===== src/logic/rsa_defines.svh =====
`ifndef RSA_DEFINES_SVH
`define RSA_DEFINES_SVH

// operand width in bits, 256 works as well
`define RSA_WIDTH 128

// entries per FIFO, power of two
`define RSA_FIFO_DEPTH 4

// bytes per operand on the serial input
`define RSA_BYTES (`RSA_WIDTH / 8)

`endif


===== src/logic/rsa_pkg.sv =====
`include "rsa_defines.svh"

package rsa_pkg;

	typedef logic [3:0] rsa_tag_t; // wraps at 16

	typedef struct packed {
		logic [`RSA_WIDTH-1:0] n; // modulus, odd
		logic [`RSA_WIDTH-1:0] d; // private exponent
	} rsa_key_t;

	typedef struct packed {
		rsa_tag_t              tag;
		logic [`RSA_WIDTH-1:0] cipher;
	} rsa_job_t;

	typedef struct packed {
		rsa_tag_t              tag;
		logic [`RSA_WIDTH-1:0] plain;
	} rsa_result_t;

endpackage


===== src/logic/rsa_byte_loader.sv =====
`include "rsa_defines.svh"

module rsa_byte_loader (
	input  logic              i_clk,
	input  logic              i_rst,
	input  logic              i_key_load,
	input  logic              i_byte_valid,
	input  logic [7:0]        i_byte,
	output rsa_pkg::rsa_key_t o_key,
	output logic              o_job_push,
	output rsa_pkg::rsa_job_t o_job
);
	localparam int unsigned W = `RSA_WIDTH;
	localparam int unsigned CNT_W = $clog2(2 * `RSA_BYTES) + 1;
	localparam logic [CNT_W-1:0] HALF = CNT_W'(`RSA_BYTES);
	localparam logic [CNT_W-1:0] KEY_LAST = CNT_W'(2 * `RSA_BYTES - 1);
	localparam logic [CNT_W-1:0] CIPHER_LAST = CNT_W'(`RSA_BYTES - 1);

	logic              key_load_q;
	logic              mode_change;
	logic [CNT_W-1:0]  byte_cnt;
	logic [CNT_W-1:0]  byte_idx;
	logic [CNT_W-1:0]  last_idx;
	logic              key_byte;
	logic              cipher_byte;
	logic              cipher_done;
	logic              job_push_r;
	rsa_pkg::rsa_tag_t tag_r;
	rsa_pkg::rsa_key_t key_r;
	logic [W-1:0]      cipher_r;

	// a toggle of the key-load level restarts the operand
	assign mode_change = i_key_load ^ key_load_q;
	assign byte_idx = mode_change ? '0 : byte_cnt;
	assign last_idx = i_key_load ? KEY_LAST : CIPHER_LAST;

	assign key_byte = i_byte_valid && i_key_load;
	assign cipher_byte = i_byte_valid && !i_key_load;
	assign cipher_done = cipher_byte && (byte_idx == CIPHER_LAST);

	assign o_key = key_r;
	assign o_job_push = job_push_r;
	assign o_job = '{tag: tag_r, cipher: cipher_r};

	always_ff @(posedge i_clk or posedge i_rst) begin
		if (i_rst) begin
			key_load_q <= 1'b0;
			byte_cnt   <= '0;
			job_push_r <= 1'b0;
			tag_r      <= '0;
		end else begin
			key_load_q <= i_key_load;
			job_push_r <= cipher_done; // one cycle after the last byte
			if (i_byte_valid) begin
				byte_cnt <= (byte_idx == last_idx) ? '0 : byte_idx + 1'b1;
			end else if (mode_change) begin
				byte_cnt <= '0;
			end
			if (job_push_r) begin
				tag_r <= tag_r + 1'b1;
			end
		end
	end

	// msb first, so every byte shifts in at the bottom
	always_ff @(posedge i_clk) begin
		if (key_byte && (byte_idx < HALF)) begin
			key_r.n <= {key_r.n[W-9:0], i_byte};
		end
		if (key_byte && (byte_idx >= HALF)) begin
			key_r.d <= {key_r.d[W-9:0], i_byte};
		end
		if (cipher_byte) begin
			cipher_r <= {cipher_r[W-9:0], i_byte};
		end
	end

endmodule


===== config.mk =====
export PLATFORM = sky130hd
export DESIGN_NAME = rsa_byte_loader
export DESIGN_NICKNAME = d
export VERILOG_FILES = /design/src/logic/rsa_pkg.sv /design/src/logic/rsa_byte_loader.sv
export VERILOG_INCLUDE_DIRS = /design/src /design/src/logic
export SDC_FILE = /design/constraint.sdc
export NUM_CORES = 1
export LEC_CHECK = 0
export BUFFER_PORTS_ARGS = -buffer_cell sky130_fd_sc_hd__buf_2
export CAP_MARGIN = 10
export CORE_MARGIN = 5
export CORE_UTILIZATION = 25
export CTS_BUF_LIST = sky130_fd_sc_hd__clkbuf_16
export DETAILED_ROUTE_END_ITERATION = 8
export GPL_TIMING_DRIVEN = 0
export HOLD_SLACK_MARGIN = 0.08
export PLACE_DENSITY = 0.56
export SLEW_MARGIN = 20
export SYNTH_ARGS = -nofsm -noshare
export SYNTH_HDL_FRONTEND = slang
export SYNTH_SLANG_ARGS = --single-unit

===== constraint.sdc =====
create_clock -name i_clk -period 20.4 [get_ports i_clk]
set_input_delay 6.12 -clock i_clk [delete_from_list [all_inputs] [get_ports i_clk]]
set_output_delay 6.12 -clock i_clk [all_outputs]
set_load 0.01 [all_outputs]

== Yosys cells after proc, flatten, opt, wreduce, memory -nomap -nowiden ==
Index checks and enable logic that the tools add are counted.

* Register bits: 396
* Output and inout bits: 389
* Logic and storage cells: 24

* Add/subtract/negate cells: 2
* Order comparisons: 2
* Eq/ne operators: 2
* Multiplexer cells: 4
* Bitwise logic cells: 1
* Reductions and logical operators: 6

{| class="wikitable"
|+ Operators by type and width
! cell !! number
|-
| $mux 6 || 3
|-
| $add 6x1->6 const B || 1
|-
| $eq 6x4->1 const B || 1
|-
| $eq 6x5->1 || 1
|-
| $ge 6x5->1 const B || 1
|-
| $lt 6x5->1 const B || 1
|-
| $logic_and 1x1->1 || 5
|-
| $mux 5 || 1
|-
| $add 4x1->4 const B || 1
|-
| $logic_not 1->1 || 1
|-
| $xor 1x1->1 || 1
|}

== Longest topological paths before layout ==
* Depth after elaboration: 5
* Gate-level depth with buffers: 7

== Worst setup path before layout ==
No wires, ideal clock.

* Path type: input to register
* From: input i_byte_valid
* To: register key_r, in the netlist o_key[128], enable pin
* Arrival time: 11,945 ps
* Required time: 19,769 ps
* Path slack: 7,823 ps
* Stages: 3
* Cell sequence: buf_6 nand2_1 nor2b_1

* Cells in the longest elaborated chain, start to end: 2

{| class="wikitable"
|+ Ends and longest elaborated chain
! what !! line !! text
|-
| from (decl) || rsa_byte_loader.sv:7 || <nowiki>input logic i_byte_valid,</nowiki>
|-
| $logic_and 1x1->1 || rsa_byte_loader.sv:37 || <nowiki>assign key_byte = i_byte_valid && i_key_load;</nowiki>
|-
| $logic_and 1x1->1 || rsa_byte_loader.sv:67 || <nowiki>if (key_byte && (byte_idx < HALF)) begin</nowiki>
|-
| to (decl) || rsa_byte_loader.sv:29 || <nowiki>rsa_pkg::rsa_key_t key_r;</nowiki>
|}

Every way passes these cells.
A chain may end at the register's enable or synchronous reset.

== Worst setup path after layout ==
* From: input i_byte_valid
* To: register key_r, in the netlist o_key[246], enable pin

Same word-level chain as after synthesis.

==> qor.yml <==
finish:
  layout.nets: 920
  syn_to_final_growth_pct: 36.7
  layout_common_cells: "buf_2, edfxtp_1, clkbuf_16"
  fillers: 4649
  final_cell_area_sq_um: 16700
  drive_above_1_share: 0.517
  layout_commonest_cell: "buf_2"
sta:
  finalCriticalPeriod_ns: 7.61
  worst_hold_slack_ns: 0.427
  slew_headroom: 0.511
  drv_slew: 0
  final_hold_viol_count: 0
  min_period_over_period: 0.373
  rsz0062_at_grt: "no"
  tns_ns: 0
  tightest_slew_ns: 0.734
  max_freq_mhz: 131
  setup_viol: 0
  finClkSkew_ns: 0.0127
worst_setup_path:
  path_class: "in -> reg"
  crit_path_start_kind: "primary input"
  critPathMaxFanout: 30
  crit_chain: "buf_2 -> buf_6 -> nand2_1 -> nor2b_4 -> buf_16 -> buf_12 -> buf_12"
  crit_top_cell: "buf_12"
  critPathMaxStageDelay_ns: 0.61
  arrival_ns: 7.85
  cp-end-kind: "register"
  cp_slowest_cell: "nor2b_4"
  cp.required_ns: 20.64
cts:
  cts_tree: "done"
  cts.sinks: 396
  cts_hold_buf: 0
  cts_made_buffers: 43
  clk_pin_slew_worst_paths_ns: 0.06
  post_cts_resized: 0
  clk_latency_ns: 0.54
  htree_levels: 2
  clock-root-buffer: "clkbuf_16"
  post_cts_buffers: 0
  clockBufferDepth: 3
job:
  maxCapViolCount: 0
logic_synthesis:
  synth_area_sq_um: 12200
  ys_warn_count: 0
  synth_cells: 449
  synthesis.nets: 463
  ys_types: 32
  ys_seq_area_frac: 0.970
  avgSynthCellArea_sq_um: 27.2
  yosys_register_bits: 396
detailed_routing:
  dr_wl_met3_um: 2690
  vias: 6032
  remaining_drc_errors: 0
  routed_wl_um: 28800
  detail_route.first_pass.iterations: 4
  vias_per_cell: 3.86
  met1_length_um: 11800
  wl_met2_um: 13600
  drtAntennaViolNets: 0
  initialDrtViolationCount: 284
  top_layer: "met4"
  wl_per_cell_um: 18.5
placement:
  place.gp.congestion: 0.736
  hpwl_um: 21000
  io_buffers: 400
  placed_area_sq_um: 15300
grt:
  overflow: 0
  antenna_found_initial: 0
  grt_usage: 0.103
  grt_max_degree: 48
  grt_pass1_wl_um: 42000
  grt_pass1_vias: 6222
floorplanning:
  core_sq_um: 48600
  num_io_pins: 401
  die_area_sq_um: 53300
  chipWidth_um: 231
  die_y_um: 231
  start_util: 0.251
  rows: 81
power:
  leakage_nw: 6.28
  power_density_nw_per_um2: 104
  vdd_drop_max_mv: 0.0531
hold_path:
  min_path_type: "reg -> reg"
outcome:
  outcome: "finished, final reports clean"
==> cells by family (layout without fill, tap and decap cells) <==
group	after synthesis	count (layout)	synth area share
DFF	396	396	0.970
and+or+nand+nor	26	26	0.0125
AOI/OAI and AO/OA	11	11	0.00677
xor gates and xnor gates	7	7	0.00502
buffers and inverters	5	495	0.00226
adders and majority gates	2	2	0.00205
muxes	2	2	0.00185
other	0	1	0
==> registers in the layout, indices dropped and copies added, names as in the netlist <==
| signal | cells |
|---|---|
| o_job_push | 1 |
| tag_r | 4 |
| byte_cnt | 6 |
| cipher_r | 128 |
| key_load_q | 1 |
| o_key | 256 |
==> where the power goes <==
| part | leakage (nW) | internal [mW] | switching [mW] |
|---|---|---|---|
| combinational | 1.85 | 0.0175 | 0.0332 |
| sequential | 3.71 | 0.911 | 0.0100 |
| clock | 0.714 | 0.461 | 0.306 |
| total | 6.28 | 1.39 | 0.350 |
==> path summary, 6_finish.rpt <==
kind	to	depth (start not counted)	slack, ns	start
worst max register to register	o_key[246]	6	17.76	byte_cnt[4]
worst min-delay path	cipher_r[67]	0	0.43	cipher_r[59]
worst min register to register	cipher_r[67]	0	0.43	cipher_r[59]
min in group asynchronous	tag_r[1]	2	5.58	i_rst
worst max-delay path	o_key[246]	7	12.79	i_byte_valid
max in group asynchronous	byte_cnt[0]	2	14.50	i_rst
==> through the flow <==
step	util	worst slack [ns]	cells	power, mW
CTS	0.343	12.80	1561	1.77
floorplan	-	7.82	449	0.959
detailed placement	0.314	12.20	1483	0.990
global placement	0.308	4.28	1471	0.989
finish	0.343	12.79	1562	1.74
global route	0.343	12.72	1561	1.81
==> metal layers <==
layer,vias to the layer above,GRT usage
met3,46,0.0401
met2,267,0.163
met4,0,0.0344
met1,2975,0.131
li1,2744,-
met5,-,0
==> cells in the mapped netlist <==
cell type,number,area share
mux2_2,2,0.0018
nand4_1,3,0.0015
nand3_2,1,0.00082
nor3_1,1,0.00041
o22ai_1,1,0.00051
a21oi_1,2,0.00082
nor3_2,1,0.00082
a22oi_1,1,0.00062
xor2_1,4,0.0029
ha_1,2,0.0021
nand3b_1,1,0.00062
buf_2,1,0.00041
or3_4,1,0.00092
and2_1,1,0.00051
dfrtp_1,12,0.025
nand3_1,3,0.0012
o21ai_0,2,0.00082
nor2_1,2,0.00062
a211oi_2,2,0.0021
and3_1,1,0.00051
edfxtp_1,384,0.94
nand2_1,7,0.0022
nor2b_1,1,0.00051
xnor2_1,3,0.0022
or3_1,1,0.00051
o21bai_1,1,0.00062
buf_6,1,0.00092
o2bb2ai_1,1,0.00072
inv_1,3,0.00092
and2b_1,1,0.00062
o31ai_1,1,0.00062
and2b_2,1,0.00072
==> critical path, delay by kind of cell <==
family	cells	cell delay (ns)
buffers and inverters	5	0.92
and+or+nand+nor	2	0.75
==> cell type report <==
cell class / count / area [sq um] / area share
Multi-Input combinational cell: 48 / 360 / 0.0216
Inverter: 3 / 11.3 / 0.000675
Tap cell: 622 / 778 / 0.0466
Timing Repair Buffer: 412 / 2280 / 0.137
Clock inverter: 33 / 280 / 0.0168
Clock buffer: 45 / 1130 / 0.0675
Sequential cell: 396 / 11800 / 0.709
Antenna cell: 1 / 2.50 / 0.000150
Buffer: 2 / 16.3 / 0.000975
No activity file was read; power rests on OpenSTA's default activity.
