File: src/logic/rsa_defines.svh
`ifndef RSA_DEFINES_SVH
`define RSA_DEFINES_SVH

// operand width in bits, 256 works as well
`define RSA_WIDTH 128

// entries per FIFO, power of two
`define RSA_FIFO_DEPTH 4

// bytes per operand on the serial input
`define RSA_BYTES (`RSA_WIDTH / 8)

`endif

File: src/logic/rsa_sync_fifo.sv
`include "rsa_defines.svh"

module rsa_sync_fifo #(
	parameter type payload_t = logic
) (
	input  logic     i_clk,
	input  logic     i_rst,
	input  logic     i_push,
	input  payload_t i_data,
	input  logic     i_pop,
	output payload_t o_data,
	output logic     o_not_empty,
	output logic     o_full
);
	localparam int unsigned DEPTH = `RSA_FIFO_DEPTH;
	localparam int unsigned PTR_W = $clog2(DEPTH);
	localparam int unsigned CNT_W = PTR_W + 1;
	localparam logic [CNT_W-1:0] FULL_COUNT = CNT_W'(DEPTH);

	payload_t         mem [DEPTH];
	logic [PTR_W-1:0] wr_ptr;
	logic [PTR_W-1:0] rd_ptr;
	logic [CNT_W-1:0] count;
	logic             do_push;
	logic             do_pop;

	assign do_push = i_push && !o_full; // dropped when full
	assign do_pop = i_pop && o_not_empty;

	assign o_data = mem[rd_ptr]; // head shown directly
	assign o_not_empty = (count != '0);
	assign o_full = (count == FULL_COUNT);

	always_ff @(posedge i_clk or posedge i_rst) begin
		if (i_rst) begin
			wr_ptr <= '0;
			rd_ptr <= '0;
			count  <= '0;
		end else begin
			if (do_push) wr_ptr <= wr_ptr + 1'b1; // wraps, depth is a power of two
			if (do_pop) rd_ptr <= rd_ptr + 1'b1;
			case ({do_push, do_pop})
				2'b10:   count <= count + 1'b1;
				2'b01:   count <= count - 1'b1;
				default: count <= count;
			endcase
		end
	end

	always_ff @(posedge i_clk) begin
		if (do_push) begin
			mem[wr_ptr] <= i_data;
		end
	end

endmodule

File: config.mk
export PLATFORM = sky130hd
export DESIGN_NAME = rsa_sync_fifo
export DESIGN_NICKNAME = d
export VERILOG_FILES = /design/src/logic/rsa_sync_fifo.sv
export VERILOG_INCLUDE_DIRS = /design/src /design/src/logic
export SDC_FILE = /design/constraint.sdc
export NUM_CORES = 1
export LEC_CHECK = 0
export BUFFER_PORTS_ARGS = -buffer_cell sky130_fd_sc_hd__buf_2
export CORE_AREA = 3 3 40 42
export DETAILED_ROUTE_END_ITERATION = 16
export DIE_AREA = 0 0 43 45
export GPL_TIMING_DRIVEN = 0
export HOLD_SLACK_MARGIN = 0.06
export PLACE_DENSITY = 0.74
export SLEW_MARGIN = 20
export SYNTH_ARGS = -nofsm -noshare
export SYNTH_HDL_FRONTEND = slang
export SYNTH_SLANG_ARGS = --single-unit
File: constraint.sdc
create_clock -name i_clk -period 2.1 [get_ports i_clk]
set_clock_uncertainty 0.15 [all_clocks]
set_input_delay 0.21 -clock i_clk [delete_from_list [all_inputs] [get_ports i_clk]]
set_output_delay 0.21 -clock i_clk [all_outputs]
set_load 0.005 [all_outputs]
Word level (Yosys, flattened, before mapping):

Memory sizes are Yosys's and may differ from the RTL's.
Index checks and enable logic that the tools add are counted.

* $mul: 0
* order comparisons: 0
* add/subtract/negate cells: 4
* muxes and demuxes: 3
* bitwise logic cells: 0
* div/mod/pow operators: 0
* equality and inequality tests: 3
* shift operators: 0
* reduce and logical (&&, ||, !) cells: 5

Operators by type and width (count)
* $pmux 3 s2: 1
* $add 2x1->2 const B: 2
* $add 3x1->3 const B: 1
* $eq 3x3->1 const B: 1
* $reduce_bool 3->1: 1
* $sub 3x1->3 const B: 1
* $eq 2x1->1 const B: 1
* $eq 2x2->1 const B: 1
* $logic_and 1x1->1: 2
* $mux 1: 2
* $reduce_bool 2->1: 1
* $logic_not 1->1: 1

* memories kept: 1
* memory bits (writable): 4
* bits in read-only memories: 0
* latch bits: 0
* output and inout port bits: 3
* register bits after elaboration: 7
* input port bits: 5
* logic and storage cells: 19

Memories
* mem: words 4, bits a word 1, rd ports 1, clocked after Yosys merged registers in 0, wr ports 1, RTL line rsa_sync_fifo.sv:20 `payload_t mem [DEPTH];`

Depth between registers and ports, before layout:

* word-level depth: 5
* mapped depth: 9
* mapped depth without buffers: 9

Worst setup path after synthesis:

Ideal clock, no wire load.

* kind: reg-to-reg
* from: reg count[0]
* to: reg count[2]
* cell stages (with the launch flop): 10
* arrival: 1767 ps
* path slack: 104 ps
* buffers on the path: 0
* clock period less this slack: 1996 ps
* data required time: 1871 ps
* library setup time: 79 ps
* path through: dfrtp_1 > nor3b_4 > nor2b_4 > inv_1 > ha_1 > inv_1 > fa_1 > xor2_1 > nor2_1 > xor2_1

* cells in the longest elaborated chain, start to end: 5
* elaborated cells on any way between the ends: 11
* those cells by class: 2 x add/sub; 3 x eq/ne; 1 x mux; 5 x reduce/logical

Ends and longest elaborated chain
* start: declaration: RTL line rsa_sync_fifo.sv:23 `logic [CNT_W-1:0] count;`
* start signal: assignment: RTL line rsa_sync_fifo.sv:43 `2'b10: count <= count + 1'b1;`
* start signal: assignment: RTL line rsa_sync_fifo.sv:44 `2'b01: count <= count - 1'b1;`
* start signal: assignment: RTL line rsa_sync_fifo.sv:45 `default: count <= count;`
* $eq 3x3->1 *: RTL line rsa_sync_fifo.sv:32 `assign o_full = (count == FULL_COUNT);`
* via o_full: RTL line rsa_sync_fifo.sv:13 `output logic o_full`
* $logic_not 1->1 *: RTL line rsa_sync_fifo.sv:27 `assign do_push = i_push && !o_full;`
* $logic_and 1x1->1 *: RTL line rsa_sync_fifo.sv:27
* $eq 2x1->1 / $eq 2x2->1 (equally long branches): RTL line rsa_sync_fifo.sv:42 `case ({do_push, do_pop})`
* $pmux 3 s2 / $reduce_bool 2->1 (equally long branches)

The timed path passes the listed nets; every way through them passes the cells marked *.
A chain may end at the register's enable or synchronous reset.

Final worst setup path:

* from: reg count[1]
* to: reg count[2]

* elaborated cells on any way between the ends: 11
* those cells by class: 2 x add/sub; 3 x eq/ne; 1 x mux; 5 x reduce/logical

RTL lines
* $reduce_bool 3->1 *: RTL line rsa_sync_fifo.sv:31 `assign o_not_empty = (count != '0);`
* $logic_and 1x1->1 *: RTL line rsa_sync_fifo.sv:28 `assign do_pop = i_pop && o_not_empty;`
* via do_pop: RTL line rsa_sync_fifo.sv:25 `logic do_pop;`
* $eq 2x1->1 / $eq 2x2->1 (equally long branches): RTL line rsa_sync_fifo.sv:42
* $pmux 3 s2 / $reduce_bool 2->1 (equally long branches)

Marked as above.

==> out/results.tsv <==
stage	metric	value	unit
synthesis	Yosys cell types	18	
timing	Period minus WS final	1.996	ns
timing	Rel. slew slack	80.64	%
synthesis	Post-synth EDFFs	4	
synthesis	Commonest cells post-synth	dfrtp_1, inv_1, ha_1, edfxtp_1	
synthesis	Syn Nets	54	
clock_tree	total CTS buffers	3	
pwr	switch share	33.48	%
pwr	combinational power share	46.4	%
drt	post-route ant nets	0	
min_path	HP Class	in2reg	
synthesis	fraction of registers with async set/reset	63.64	%
die	Die Y	45	um
setup_path	kind of critical path	reg2reg	
drt	routed via count divided by cell count	4.560	
synthesis	Synth Area per Inst	13.71	sq um
clock_tree	Clock transition at path regs	0.07	ns
placed_design	pre-CTS WS	-0.06069	ns
die	Core Rows	13	
drt	DR WL/cell	11.57	um
clock_tree	H-tree Lvls	1	
grt	first-pass GRT wire length	1.462	mm
die	Initial Utilization	45.86	%
run_status	status	complete, no violations	
pwr	Pleak	0.3420	nW
pwr	VDD IR max	0.5658	mV
cells_and_area	ratio of cells with drive above 1 in the final layout	45.00	%
clock_tree	CTS tree	built	
drt	DR vias	342	
timing	Max Fclk	501.0	MHz
pwr	internal power	0.0006613	W
timing	measured slew at the worst slew-check pin	0.2901	ns
cells_and_area	Fillers	112	
flow_run	Max Cap Viol	0	
pwr	power density over the cells	1351	nW/um^2
placed_design	IO Port Bufs	7	
die	Boundary Pins	8	
die	Core Box Area	1285	sq um
grt	number of global-route vias before repair	380	
grt	total gr overflow	0	
timing	RSZ-0062 raised after global routing	false	
setup_path	Critical Path End Type	flop	
synthesis	Syn Inst Count	43	
synthesis	top-area cell type share of the netlist area	29.72	%
synthesis	Yosys top cell by area	dfrtp_1	
pwr	Clock Power Share	14.1	%
timing	# setup viols final	0	
clock_tree	Clock Tree Buf Depth	2	
drt	drt total wl	868	um
synthesis	ranking of synthesized cells by area	dfrtp_1, edfxtp_1, ha_1	
timing	Hold Violations, Final	0	
cells_and_area	ant diodes	0	
synthesis	Seq/Total Area, Yosys	50.11	%
synthesis	synthesized area	589.3	sq um
placed_design	GPL Wtd Cong	0.7244	
setup_path	Critical Path Start Type	flop	
clock_tree	Clock Sinks	11	
cells_and_area	post-layout util	57.25	%
clock_tree	Clock Root Buffer	clkbuf_4	
drt	DR pass1 iterations	1	
setup_path	Crit Path Max Fanout	3	
cells_and_area	final net count	72	
die	Horiz. Die Dim	43	um
timing	Tcrit/Tclk final	95.05	%
timing	Setup WS post-layout	0.1039	ns
clock_tree	worst skew pair latency	0.26	ns
grt	largest net degree at the start of global routing	8	
synthesis	Main synth FF type	dfrtp_1	
timing	max-slew violations	0	
setup_path	Arrival @ worst endpoint	1.99	ns
grt	gr usage total	10.69	%
pwr	NetSw	0.0003328	W
synthesis	YS warnings	0	
die	die area	1935	sq um
setup_path	Critical Path RT	2.10	ns
grt	antenna violations before repair	0	
synthesis	Synth Register Bits	11	
pwr	share of power burned in registers	39.5	%
drt	initial drt markers	0	
cells_and_area	area grow syn2layout	24.84	%
drt	DR DRC count	0	
==> per-layer routing <==
metal  global-route usage (%)  routed length [um]
met1                    10.94                 364
met2                    18.56                 452
met3                    2.390                  32
met4                    9.036                  18
met5                        0                   0
==> metrics by stage <==
| step | power (W) | std cells | setup TNS [ns] | instance area [sq um] | hold slack, ns |
|---|---|---|---|---|---|
| after floorplan | 0.0006921 | 43 | 0 | 589.3 | -0.1366 |
| after global placement | 0.0007634 | 65 | -0.005095 | 643.1 | -0.002356 |
| after detailed placement | 0.0007911 | 65 | -0.06069 | 643.1 | 0.01444 |
| after CTS | 0.0009828 | 74 | 0 | 715.7 | 0.1204 |
| after global routing | 0.001078 | 75 | 0 | 735.7 | 0.1885 |
| final | 0.0009941 | 75 | 0 | 735.7 | 0.1730 |
==> flip-flops by register name, indices dropped and copies added, names as in the netlist <==
name,cells
mem,4
count,3
rd_ptr,2
wr_ptr,2
==> power by group through the flow <==
| stage | clock (W) | sequential (W) | combinational, W |
|---|---|---|---|
| 5_1_grt | 0.000159 | 0.000403 | 0.000516 |
| 3_3_place_gp | 0 | 0.000405 | 0.000358 |
| 6_report | 0.000140 | 0.000393 | 0.000461 |
| 2_1_floorplan | 0 | 0.000389 | 0.000303 |
| 4_1_cts | 0.000148 | 0.000395 | 0.000440 |
| 3_5_place_dp | 0 | 0.000411 | 0.000380 |
==> path summary, 6_finish.rpt <==
kind                            cells past startpoint   endpoint  slack (ns)  startpoint
worst max-delay path                                8   count[2]        0.10    count[1]
worst min-delay path                                3  rd_ptr[0]        0.17       i_pop
worst max register to register                      8   count[2]        0.10    count[1]
min in group asynchronous                           3  rd_ptr[1]        0.28       i_rst
worst min register to register                      1  rd_ptr[1]        0.34   rd_ptr[1]
max in group asynchronous                           3   count[0]        1.28       i_rst
==> area by class of cell <==
cell class / instances / area, sq um / share of cell area [%]
clock buffers: 4 / 26.28 / 3.571
inverters: 7 / 26.28 / 3.571
multi-input cells: 25 / 282.8 / 38.44
flip-flops and latches: 11 / 296.5 / 40.31
well taps: 15 / 18.77 / 2.551
repair buffers: 13 / 85.08 / 11.56
==> worst max-delay path: stages (launching register included) <==
cell	delay, ns
dfrtp_1	0.41
buf_4	0.15
o31a_2	0.38
ha_4	0.18
inv_2	0.06
fa_2	0.19
xor2_1	0.14
nor2_1	0.07
xor2_1	0.15
==> cell families (layout without fill, tap and decap cells) <==
group / after synthesis / count (layout) / share of synthesized area [%]
xor+xnor: 6 / 6 / 8.919
mux: 3 / 3 / 8.067
compound gates: 1 / 1 / 1.699
fa+ha+maj: 6 / 6 / 14.01
simple gates: 9 / 9 / 12.74
buf+inv: 7 / 24 / 4.459
flops: 11 / 11 / 50.11
==> layout by cell type (no fill, tap or decap), drive strengths merged <==
cell type / Yosys / final
ha: 5 / 5
xor2: 3 / 3
o31a: 1 / 1
nor3b: 1 / 1
inv: 7 / 7
fa: 1 / 1
mux4: 1 / 1
dlygate4sd3: 0 / 2
clkbuf: 0 / 4
and2: 4 / 4
nor2: 1 / 1
xnor2: 3 / 3
dfrtp: 7 / 7
nor2b: 1 / 1
or3: 1 / 1
mux2i: 1 / 1
nand2: 1 / 1
buf: 0 / 11
edfxtp: 4 / 4
mux2: 1 / 1
==> what timing repair did <==
item | CTS | global route
pin swaps | 2 | 3
endpoints found under the hold margin | 11 | 0
endpoints found under the setup margin | 1 | 1
buffers inserted | 3 | 1
hold buffers | 2 | 0
gates resized for setup | 2 | 4
Power figures use the tool's default switching activity.
